**config.mk**
```make
export PLATFORM = sky130hd
export DESIGN_NAME = debug_req_gate
export DESIGN_NICKNAME = d
export VERILOG_FILES = /design/src/design/subsys_pkg.sv /design/src/design/debug_req_gate.sv
export SDC_FILE = /design/constraint.sdc
export NUM_CORES = 1
export LEC_CHECK = 0
export BUFFER_PORTS_ARGS = -buffer_cell sky130_fd_sc_hd__buf_2
export CORE_AREA = 8 8 45 47
export CTS_CLUSTER_SIZE = 10
export DETAILED_ROUTE_END_ITERATION = 16
export DIE_AREA = 0 0 53 55
export PLACE_DENSITY = 0.46
export SYNTH_ARGS = -nofsm -noshare
export SYNTH_HDL_FRONTEND = slang
export SYNTH_SLANG_ARGS = --single-unit
```
**constraint.sdc**
```tcl
create_clock -name clk_i -period 1.91 [get_ports clk_i]
set_input_delay 0.382 -clock clk_i [delete_from_list [all_inputs] [get_ports clk_i]]
set_output_delay 0.382 -clock clk_i [all_outputs]
set_load 0.01 [all_outputs]
```
**src/design/subsys_pkg.sv**
```systemverilog
/*
 * Shared types and constants of the memory-mapped request subsystem.
 * Holds the address map, the single-beat bus structs, the routing target
 * enum and the sizes used by the queue, timer and debug gate.
 * Modules import it inside their body and use scoped names in their ports.
 */
package subsys_pkg;

  localparam int unsigned AddrWidth = 32;
  localparam int unsigned DataWidth = 32;
  localparam int unsigned NrHarts   = 4;
  localparam int unsigned HartIdxW  = $clog2(NrHarts);

  typedef logic [AddrWidth-1:0] addr_t;
  typedef logic [DataWidth-1:0] data_t;
  typedef logic [NrHarts-1:0]   hart_vec_t;
  typedef logic [DataWidth-1:0] mtime_t;

  typedef enum logic [1:0] {
    TGT_ROM,
    TGT_SPM,
    TGT_TIMER,
    TGT_NONE
  } target_e;

  typedef struct packed {
    logic  valid;
    logic  we;
    addr_t addr;
    data_t wdata;
  } bus_req_t;

  typedef struct packed {
    logic  valid;
    logic  err;
    data_t rdata;
  } bus_resp_t;

  // ------------------------------------------------------------
  // address map
  // ------------------------------------------------------------
  localparam addr_t RomBase     = 32'h0000_1000;
  localparam addr_t RomLength   = 32'h0000_1000;
  localparam addr_t SpmBase     = 32'h8000_0000;
  localparam addr_t SpmLength   = 32'h0000_0400;
  localparam addr_t TimerBase   = 32'h0200_0000;
  localparam addr_t TimerLength = 32'h0000_0020;

  localparam int unsigned RomIdxW  = $clog2(RomLength / 4);
  localparam int unsigned SpmWords = SpmLength / 4;
  localparam int unsigned SpmIdxW  = $clog2(SpmWords);

  localparam data_t RomTag = 32'hB007_0000; // rom word i reads RomTag + i

  // timer register window
  localparam int unsigned TimerOffW = $clog2(TimerLength);
  localparam logic [TimerOffW-1:0] TimerMtimeOff = 5'h00;
  localparam logic [TimerOffW-1:0] TimerCmpOff   = 5'h04;
  localparam int unsigned TimerCmpEnd = TimerCmpOff + 4 * NrHarts;

  // ------------------------------------------------------------
  // flow control and boot delay
  // ------------------------------------------------------------
  localparam int unsigned RespDepth        = 4;
  localparam int unsigned QPtrW            = $clog2(RespDepth);
  localparam int unsigned QCntW            = $clog2(RespDepth + 1);
  localparam int unsigned DebugDelayCycles = 64;
  localparam int unsigned DebugCntW        = $clog2(DebugDelayCycles + 1);

endpackage

```
**src/design/debug_req_gate.sv**
```systemverilog
/*
 * Holds off per-hart debug requests for a fixed number of cycles after
 * reset so boot code runs before the first halt.
 */
`timescale 1ns/1ps

module debug_req_gate (
  input  logic                  clk_i,
  input  logic                  ndmreset_n,
  input  subsys_pkg::hart_vec_t debug_req_i,
  output subsys_pkg::hart_vec_t debug_req_o
);
  import subsys_pkg::*;

  logic [DebugCntW-1:0] cnt_q;

  always_ff @(posedge clk_i or negedge ndmreset_n) begin
    if (!ndmreset_n) begin
      cnt_q <= DebugCntW'(DebugDelayCycles);
    end else if (cnt_q != '0) begin
      cnt_q <= cnt_q - 1'b1;
    end
  end

  assign debug_req_o = (cnt_q != '0) ? '0 : debug_req_i; // open once drained

  a_masked: assert property (@(posedge clk_i) disable iff (!ndmreset_n)
    (cnt_q != '0) |-> (debug_req_o == '0));

endmodule

```
==> key figures, run 1 <==
Global routing
  – Global route total overflow: 0
  – Met2 Usage GRT: 9.77%
  – Largest net degree at the start of global routing: 8
  – GRT busiest layer: met2
  – M3 GR Usage: 3.74%
  – Vias in the first global route: 308
  – Global-route wire length before repair: 1.30 mm
  – Initial antenna violation count: 0
  – Global-route usage over all layers: 6.48%
  – GR Util met1: 6.01%

Route
  – Initial DRC count: 2
  – Post-DR wirelength/cell: 11.4 um
  – Via count: 303
  – WL final: 795 um
  – Routed Antenna Nets: 0
  – Average vias per placed instance: 4.33
  – # DRC: 0
  – TritonRoute pass-1 iters: 2

Status
  – Outcome: finished, violations left
  – Failing checks: setup timing

Synthesis
  – Top_reg_cell synth: dfrtp_1
  – Seq/Total Area, Yosys: 45.2%
  – Cell taking the most area after synthesis: dfrtp_1
  – Unique masters post-synth: 14
  – Seq cells post-synth: 7
  – Synth Instances: 34
  – Yosys warns: 0
  – FFs w/ async S/R, synth: 100%
  – Post-synth top cells: dfrtp_1 (6), and2_2 (4), nor2_1 (4), xnor2_1 (4), inv_1 (3)
  – Netlist Area Pre-Place: 390 um^2
  – Area fraction of the dominant cell type after synthesis: 38.5%
  – Top post-synthesis cells by area: dfrtp_1 (38%), xnor2_1 (9.0%), and2_2 (7.7%), dfstp_2 (6.7%), ha_1 (6.4%)
  – Post-Syn Nets: 42
  – Syn_area_per_cell: 11.5 um^2
  – Post-synth EDFFs: 0
  – Most numerous cell in the Yosys netlist: dfrtp_1

Setup path
  – Crit path launch type: flop
  – Slowest cell on crit path: or3_4
  – Max stage delay on crit path: 400 ps
  – Req. time, crit path: 1530 ps
  – Crit path max fanout: 5
  – Worst Path Buf+Inv: 1
  – Cell family with most CP delay: simple AND/OR/NAND/NOR gates
  – Crit Path Category: flop to output pin
  – Worst EP arrival: 1660 ps
  – Critical-path cell list: or3_4 > nor4b_4 > and2_2 > buf_2
  – Type of destination of the critical path: output pin

STA
  – Setup ws final: -131 ps
  – Fin crit share: 107%
  – Fmax: 0.490 GHz
  – Hold slack: 489 ps
  – Min Tclk post-route: 2040 ps
  – Final setup vio count: 4
  – Final Hold Fails: 0
  – Setup TNS Final: -488 ps
  – Post-Route Skew: 2.34 ps
  – Worst slew pin tran: 307 ps
  – Slew Limit Fails: 0
  – Relative slew slack: 79.4%
  – RSZ-0062 raised after global routing: yes

Placed design
  – GP Congestion: 0.771
  – IO Port Bufs: 9
  – Setup WS pre-CTS: 110 ps
  – Dpl hpwl: 603 um

Floorplan
  – Core Area: 1380 um^2
  – I/O Pins: 10
  – Die W: 53 um
  – Num rows: 14
  – Die area: 2920 um^2
  – Initial Util: 28.2%
  – DIE HEIGHT: 55 um

Finish
  – Final nets: 63
  – Area grow syn2layout: 41.3%
  – Diode count: 0
  – Largest regs: cnt_q (7)
  – Post-Route Utilization: 39.9%
  – Reg with most FFs: cnt_q
  – Max reg flops: 7
  – Share of layout cells above drive strength 1: 50.0%

Clock network
  – Total CTS buffers: 3
  – Worst skew pair latency: 250 ps
  – Total clock sinks: 7
  – Max Buffers Root-to-Sink: 2
  – Clock-pin slew on the worst setup and hold paths: 50 ps
  – Root buffer cell: clkbuf_4
  – CTS tree: built
  – H-Tree Depth: 1

Pwr
  – LEAKAGE: 0.000289 uW
  – Internal power: 243 uW
  – Gate power share: 7.7%
  – Switching power: 63.5 uW
  – Sw Share: 20.7%
  – VDD IR-drop max: 0.000181 V
  – Clock Power Share: 43.7%
  – Pwr/cell area: 555 nW/um^2
  – Seq pwr share: 48.5%

Run
  – Max Cap Viol: 0

Min path
  – Hold Path Class: input pin to async pin
==> power groups by stage <==
stage	clock [uW]	sequential, uW	combinational (uW)
2_1_floorplan	0	151	6.49
3_3_place_gp	0	151	17.9
3_5_place_dp	0	151	18.3
4_1_cts	138	149	22.1
5_1_grt	150	148	26.5
6_report	134	149	23.7
==> worst paths after layout <==
| kind | startpoint | end | slack, ps | cells past startpoint |
|---|---|---|---|---|
| min | ndmreset_n | cnt_q[2] | 490 | 2 |
| max | cnt_q[4] | debug_req_o[2] | -130 | 4 |
| min reg2reg | cnt_q[0] | cnt_q[0] | 540 | 1 |
| max in group asynchronous | ndmreset_n | cnt_q[6] | 1190 | 2 |
| min in group clk_i | cnt_q[0] | cnt_q[0] | 540 | 1 |
| max reg2reg | cnt_q[4] | cnt_q[1] | 260 | 5 |
==> stage by stage <==
stage | cells | cell area (um^2) | total power, uW
finish | 70 | 552 | 306
global route | 70 | 552 | 325
CTS | 69 | 537 | 309
detailed placement | 60 | 463 | 169
global placement | 60 | 463 | 169
floorplan | 34 | 390 | 158
==> worst reg2reg max path, delay by kind of cell, from the launching register on <==
kind | cells | cell delay (ps)
buf+inv | 2 | 300
flops | 1 | 380
mux | 1 | 180
simple gates | 2 | 710
==> cell usage in the layout (no fill, tap or decap) <==
cell type / Yosys / layout
nor4b_4: 1 / 1
clkbuf_1: 0 / 1
dfrtp_1: 6 / 6
nor3b_1: 2 / 2
dfstp_2: 1 / 1
ha_1: 2 / 2
buf_6: 0 / 2
clkbuf_4: 0 / 3
dlygate4sd3_1: 0 / 1
or3_4: 1 / 1
and2_2: 4 / 2
a21oi_1: 1 / 1
buf_4: 0 / 6
nor3_1: 2 / 2
inv_1: 3 / 3
mux2i_1: 1 / 1
nor2_1: 4 / 4
mux2_2: 2 / 2
buf_2: 0 / 7
xnor2_1: 4 / 4
and2_4: 0 / 2
==> layer usage <==
layer	share of wire (%)	vias to the layer above
met1	41	139
met5	0	-
met3	10	2
met2	47	12
met4	1.0	0
li1	-	150
==> kinds of logic after synthesis <==
group | synth area share, %
muxes | 8.33
AOI/OAI and AO/OA | 1.28
buffers and inverters | 2.88
DFF | 45.2
and+or+nand+nor | 26.9
xor gates and xnor gates | 8.97
adders and majority gates | 6.41
==> area by class of cell <==
type / instances / area (um^2)
clock buffer: 4 / 26.3
multi-input combinational: 24 / 205
timing repair buffer: 16 / 113
fill: 136 / 832
tap: 16 / 20.0
sequential: 7 / 176
inverter: 3 / 11.3
==> timing repair <==
| item | CTS | global route |
|---|---|---|
| endpoints found under the hold margin | 6 | 0 |
| resized for setup | 2 | 2 |
| hold buffers | 1 | 0 |
| setup buffers | 4 | 1 |
| setup endpoints to repair | 4 | 4 |
| pin swaps | 0 | 1 |
Power figures use the tool's default switching activity.
==> run 2, diff against run 1 <==
--- a/config.mk
+++ b/config.mk
@@ -6,10 +6,10 @@
 export NUM_CORES = 1
 export LEC_CHECK = 0
 export BUFFER_PORTS_ARGS = -buffer_cell sky130_fd_sc_hd__buf_2
-export CORE_AREA = 8 8 45 47
+export CORE_AREA = 5 5 42 44
 export CTS_CLUSTER_SIZE = 10
 export DETAILED_ROUTE_END_ITERATION = 16
-export DIE_AREA = 0 0 53 55
+export DIE_AREA = 0 0 47 49
 export PLACE_DENSITY = 0.46
 export SYNTH_ARGS = -nofsm -noshare
 export SYNTH_HDL_FRONTEND = slang
==> key figures, run 2 (synthesized netlist as in run 1, its figures left out) <==
Setup path
  – Req. time, crit path: 1530 ps (about the same)
  – Cell family with most CP delay: simple AND/OR/NAND/NOR gates
  – Slowest cell on crit path: or3_4
  – RR Startpoint: cnt_q[4]
  – Worst Path Buf+Inv: 1 (unchanged)
  – Crit path max fanout: 5 (unchanged)
  – Worst EP arrival: 1660 ps (about the same)
  – Critical-path cell list: or3_4 > nor4b_4 > and2_2 > buf_2
  – Crit path launch type: flop
  – Max stage delay on crit path: 410 ps (about the same)
  – Worst Setup SP: cnt_q[4]
  – Type of destination of the critical path: output pin
  – Crit Path Category: flop to output pin

Route
  – Average vias per placed instance: 4.28 (-1.1%)
  – WL final: 889 um (+12%)
  – # DRC: 0 (unchanged)
  – Post-DR wirelength/cell: 12.5 um (+10%)
  – TritonRoute pass-1 iters: 4 (+2)
  – Routed Antenna Nets: 0 (unchanged)
  – Via count: 304 (+0.33%)
  – Initial DRC count: 4 (+2)

STA
  – Post-Route Skew: 9.60 ps (+7.26 ps)
  – Min Tclk post-route: 2040 ps (+1.04 ps)
  – Final setup vio count: 4 (unchanged)
  – Setup ws final: -132 ps (-1.04 ps)
  – Final Hold Fails: 0 (unchanged)
  – Slew Limit Fails: 0 (unchanged)
  – Relative slew slack: 79.8% (+0.39 points)
  – Worst slew pin tran: 301 ps (-5.82 ps)
  – Fmax: 0.490 GHz (about the same)
  – Fin crit share: 107% (about the same)
  – RSZ-0062 raised after global routing: yes

Run
  – Max Cap Viol: 0 (unchanged)

Placed design
  – Setup WS pre-CTS: 124 ps (+14.2 ps)
  – GP Congestion: 0.725 (-6.0%)
  – IO Port Bufs: 9 (unchanged)
  – Dpl hpwl: 571 um (-5.4%)

Floorplan
  – Num rows: 14 (unchanged)
  – Initial Util: 27.9% (-0.35 points)
  – I/O Pins: 10 (unchanged)
  – Core Area: 1400 um^2 (+1.3%)
  – DIE HEIGHT: 49 um (-11%)
  – Die area: 2300 um^2 (-21%)
  – Die W: 47 um (-11%)

Clock network
  – Clock-pin slew on the worst setup and hold paths: 60 ps (about the same)
  – Total clock sinks: 7 (unchanged)
  – CTS tree: built
  – Max Buffers Root-to-Sink: 2 (unchanged)
  – H-Tree Depth: 1 (unchanged)
  – Worst skew pair latency: 260 ps (about the same)
  – Total CTS buffers: 3 (unchanged)
  – Root buffer cell: clkbuf_4

Global routing
  – Vias in the first global route: 354 (+15%)
  – Largest net degree at the start of global routing: 8 (unchanged)
  – Initial antenna violation count: 0 (unchanged)
  – Global-route usage over all layers: 8.99% (+2.5 points)
  – Global route total overflow: 0 (unchanged)
  – Global-route wire length before repair: 1.43 mm (+9.5%)

Finish
  – Post-Route Utilization: 39.4% (-0.50 points)
  – Most frequent cells in the layout: buf_2 (8), buf_4 (7), dfrtp_1 (6)
  – Commonest non-fill, non-tap cell in the layout: buf_2
  – Area grow syn2layout: 41.3% (unchanged)
  – Reg with most FFs: cnt_q
  – # fillers: 149 (+9.6%)
  – Max reg flops: 7 (unchanged)
  – Diode count: 0 (unchanged)
  – Final nets: 64 (+1.6%)
  – Share of layout cells above drive strength 1: 50.9% (+0.91 points)
  – Largest regs: cnt_q (7)

Pwr
  – Final Total Pwr: 306 uW (about the same)
  – VDD IR-drop max: 0.000368 V (+100%)
  – Pwr/cell area: 555 nW/um^2 (about the same)
  – LEAKAGE: 0.000290 uW (+0.54%)

Status
  – Outcome: finished, violations left
  – Failing checks: setup timing

Min path
  – Hold Path Class: input pin to async pin
## run 2: cell types whose count changed in the layout (fill, tap and decap cells not counted), sizes merged
cell	before	now
buf	15	16
## run 2: worst paths after layout
path                                   to  slack, ps  cells past startpoint
max                        debug_req_o[3]       -130                      4
min                              cnt_q[5]        490                      2
max reg2reg                      cnt_q[1]        270                      5
min reg2reg                      cnt_q[0]        540                      1
max in group asynchronous        cnt_q[6]       1200                      2
min in group clk_i               cnt_q[0]        540                      1
## run 2: layout make-up
cell class	instances	area (um^2)	share of cell area, %
repair buffers	17	114	20.6
flip-flops and latches	7	176	32.0
multi-input cells	24	204	37.0
well taps	16	20.0	3.63
inverters	3	11.3	2.04
clock buffers	4	26.3	4.76
## run 2: metrics by stage
stage          cells  setup TNS (ps)  hold slack, ps  instance area [um^2]
2_1_floorplan     34               0            86.4                   390
3_3_place_gp      60               0             219                   463
3_5_place_dp      60               0             223                   463
4_1_cts           69            -462             489                   537
5_1_grt           71            -864             497                   552
6_report          71            -476             486                   552
## run 2: report_power, final
part,total (uW),switching [uW],internal (uW)
Combinational,21.9,9.33,12.6
Sequential,149,0,149
Clock,136,56.1,79.8
## run 2: routing by layer
layer | vias up | track usage (%) | part of all wire (%)
li1 | 152 | - | -
met1 | 148 | 8.28 | 39
met2 | 4 | 14.3 | 56
met3 | 0 | 6.64 | 4.9
met4 | 0 | 4.15 | 0
met5 | - | 0 | 0
## run 2: what timing repair did
item	in CTS	in global routing
setup endpoints to repair	4	4
buffers inserted	4	2
pin swaps	0	1
resized for setup	2	0
hold buffers	1	0
hold endpoints to repair	6	0
==> run 3, diff against run 2 <==
--- a/config.mk
+++ b/config.mk
@@ -5,12 +5,13 @@
 export SDC_FILE = /design/constraint.sdc
 export NUM_CORES = 1
 export LEC_CHECK = 0
+export ABC_AREA = 1
 export BUFFER_PORTS_ARGS = -buffer_cell sky130_fd_sc_hd__buf_2
 export CORE_AREA = 5 5 42 44
 export CTS_CLUSTER_SIZE = 10
 export DETAILED_ROUTE_END_ITERATION = 16
 export DIE_AREA = 0 0 47 49
-export PLACE_DENSITY = 0.46
+export PLACE_DENSITY = 0.54
 export SYNTH_ARGS = -nofsm -noshare
 export SYNTH_HDL_FRONTEND = slang
 export SYNTH_SLANG_ARGS = --single-unit
==> constraint.sdc (replaced) <==
create_clock -name clk_i -period 2.1 [get_ports clk_i]
set_input_delay 0.42 -clock clk_i [delete_from_list [all_inputs] [get_ports clk_i]]
set_output_delay 0.42 -clock clk_i [all_outputs]
set_load 0.01 [all_outputs]
==> key figures, run 3 <==
Route
  – Routed Antenna Nets: 0 (unchanged)
  – Initial DRC count: 4 (unchanged)
  – TritonRoute pass-1 iters: 2 (-2)
  – # DRC: 0 (unchanged)
  – Average vias per placed instance: 4.32 (+0.80%)
  – WL final: 891 um (+0.22%)
  – Via count: 410 (+35%)
  – Post-DR wirelength/cell: 9.38 um (-25%)

Finish
  – Most frequent cells in the layout: inv_1 (12), nand2_1 (12), nor2_1 (9), buf_2 (9), dfrtp_1 (6)
  – # fillers: 159 (+6.7%)
  – Area grow syn2layout: 20.8%
  – Diode count: 0 (unchanged)
  – Post-Route Utilization: 42.0% (+2.6 points)
  – Largest regs: cnt_q (7)
  – Final nets: 88 (+38%)
  – Share of layout cells above drive strength 1: 32.9% (-18 points)
  – Reg with most FFs: cnt_q
  – Multi-input gate area: 253 um^2 (+24%)
  – Max reg flops: 7 (unchanged)
  – Seq. cell area: 176 um^2 (unchanged)

Setup path
  – Max stage delay on crit path: 380 ps (-30 ps)
  – Critical-path cell list: inv_1 > ha_1 > inv_1 > nor2_4 > nand2_8 > nor2_2 > buf_2
  – R2r endpoint: cnt_q[5]
  – Worst reg2reg setup slack: 850 ps (+580 ps)
  – Crit Path Category: flop to output pin
  – Crit path launch type: flop
  – Cell family with most CP delay: flip-flops
  – Crit path max fanout: 10 (+5)
  – Worst Path Buf+Inv: 3 (+2)
  – Worst EP arrival: 1490 ps (-170 ps)
  – Most frequent CP cell: inv_1
  – Crit. path cell count: 7 (+3)
  – Slowest cell on crit path: dfrtp_1
  – RR Startpoint: cnt_q[0]
  – Worst setup path endpoint: debug_req_o[3]
  – Req. time, crit path: 1680 ps (+150 ps)
  – Worst reg-to-reg path cell count: 7 (+2)
  – Worst Setup SP: cnt_q[0]
  – Type of destination of the critical path: output pin

Placed design
  – Dpl hpwl: 729 um (+28%)
  – GP Congestion: 0.684 (-5.7%)
  – IO Port Bufs: 9 (unchanged)

Global routing
  – Largest net degree at the start of global routing: 11 (+3)
  – Initial antenna violation count: 0 (unchanged)
  – Global-route wire length before repair: 1.61 mm (+13%)
  – Global route total overflow: 0 (unchanged)
  – Global-route usage over all layers: 10.0% (+1.0 points)
  – Vias in the first global route: 391 (+10%)

Synthesis
  – Syn_area_per_cell: 7.49 um^2 (-35%)
  – Post-synth top cells: inv_1 (12), nand2_1 (12), nor2_1 (9), dfrtp_1 (6), nor2_2 (5)
  – Top_reg_cell synth: dfrtp_1
  – Seq cells post-synth: 7 (unchanged)
  – FFs w/ async S/R, synth: 100% (unchanged)
  – Post-synth EDFFs: 0 (unchanged)
  – Seq/Total Area, Yosys: 36.2% (-8.9 points)
  – Netlist Area Pre-Place: 487 um^2 (+25%)
  – Area fraction of the dominant cell type after synthesis: 30.8% (-7.6 points)
  – Cell taking the most area after synthesis: dfrtp_1
  – Post-Syn Nets: 73 (+74%)
  – Synth Instances: 65 (+91%)
  – Yosys warns: 0 (unchanged)
  – Unique masters post-synth: 19 (+5)
  – Top post-synthesis cells by area: dfrtp_1 (31%), inv_1 (9.3%), nand2_1 (9.3%), nor2_1 (6.9%), nor2_2 (6.4%)

STA
  – Slew Limit Fails: 0 (unchanged)
  – Fmax: 0.523 GHz
  – Min Tclk post-route: 1910 ps
  – RSZ-0062 raised after global routing: no
  – Relative slew slack: 85.2% (+5.3 points)
  – Setup TNS Final: 0 ps (+476 ps)
  – Final Hold Fails: 0 (unchanged)
  – Post-Route Skew: 1.41 ps (-8.19 ps)
  – Fin crit share: 91.1%
  – Final setup vio count: 0 (-4)
  – Worst slew pin tran: 221 ps (-80.6 ps)

Floorplan
  – Num rows: 14 (unchanged)
  – Initial Util: 34.7% (+6.9 points)
  – Core Area: 1400 um^2 (unchanged)
  – DIE HEIGHT: 49 um (unchanged)
  – Die W: 47 um (unchanged)
  – I/O Pins: 10 (unchanged)
  – Die area: 2300 um^2 (unchanged)

Clock network
  – Root buffer cell: clkbuf_4
  – CTS tree: built
  – H-Tree Depth: 1 (unchanged)
  – Total CTS buffers: 3 (unchanged)
  – Clock-pin slew on the worst setup and hold paths: 50 ps (about the same)
  – Worst skew pair latency: 250 ps (about the same)
  – Post-CTS sizing: 0 (-2)
  – Max Buffers Root-to-Sink: 2 (unchanged)
  – Total clock sinks: 7 (unchanged)

Pwr
  – LEAKAGE: 0.000332 uW (+14%)
  – Pwr/cell area: 469 nW/um^2 (-16%)
  – VDD IR-drop max: 0.000268 V (-27%)

Min path
  – Hold Path Class: input pin to async pin

Status
  – Outcome: complete, no violations

Run
  – Max Cap Viol: 0 (unchanged)
## run 3: cell count changes after synthesis, sizes merged, moves of 3 or more
cell   delta
nand2    +16
xnor2     -3
nor2     +12
nand3     +4
and2      -4
inv      +10
## run 3: worst min path at each step
| stage | from | endpoint | slack (ps) | cells past startpoint |
|---|---|---|---|---|
| 2_1_floorplan | ndmreset_n | cnt_q[0] | 120 | 0 |
| 3_3_place_gp | ndmreset_n | cnt_q[3] | 270 | 1 |
| 3_5_place_dp | ndmreset_n | cnt_q[3] | 270 | 1 |
| 4_1_cts | ndmreset_n | cnt_q[3] | 530 | 2 |
| 5_1_grt | ndmreset_n | cnt_q[3] | 550 | 2 |
| 6_report | ndmreset_n | cnt_q[2] | 530 | 2 |
## run 3: cell type report
type / instances / area share (%)
repair buffers: 10 / 9.36
clock buffers: 4 / 4.47
flip-flops and latches: 7 / 30.0
well taps: 16 / 3.40
multi-input cells: 43 / 43.0
inverters: 15 / 9.79
## run 3: logic make-up after synthesis
logic type / count (synthesis) / synth area share (%)
buffers and inverters: 15 / 11.8
AND/OR/NAND/NOR: 39 / 44.0
AO/OA/AOI/OAI: 1 / 1.03
adder cells (fa/ha/maj): 2 / 5.14
flip-flops: 7 / 36.2
XOR/XNOR: 1 / 1.80
## run 3: through the flow
step / area [um^2] / hold slack [ps] / std cells / worst slack (ps) / power, uW
floorplan: 487 / 124 / 65 / 612 / 145
global placement: 552 / 268 / 90 / 482 / 155
detailed placement: 552 / 267 / 90 / 433 / 156
CTS: 588 / 535 / 95 / 157 / 283
global route: 588 / 552 / 95 / 53.2 / 294
finish: 588 / 534 / 95 / 188 / 276
## run 3: per-layer routing
metal	wire length (um)	track usage, %	vias up
met5	0	0	-
met1	457	13.8	172
li1	-	-	219
met2	335	12.0	14
met3	54	2.21	5
met4	44	9.68	0
## run 3: power breakdown
part / switching, uW / internal, uW
sequential: 0 / 135
clock: 49.2 / 72.5
combinational: 9.46 / 9.61
## run 3: what timing repair did
action,4_1_cts,5_1_grt
endpoints found under the hold margin,6,0
setup buffers,0,0
hold buffers,1,0
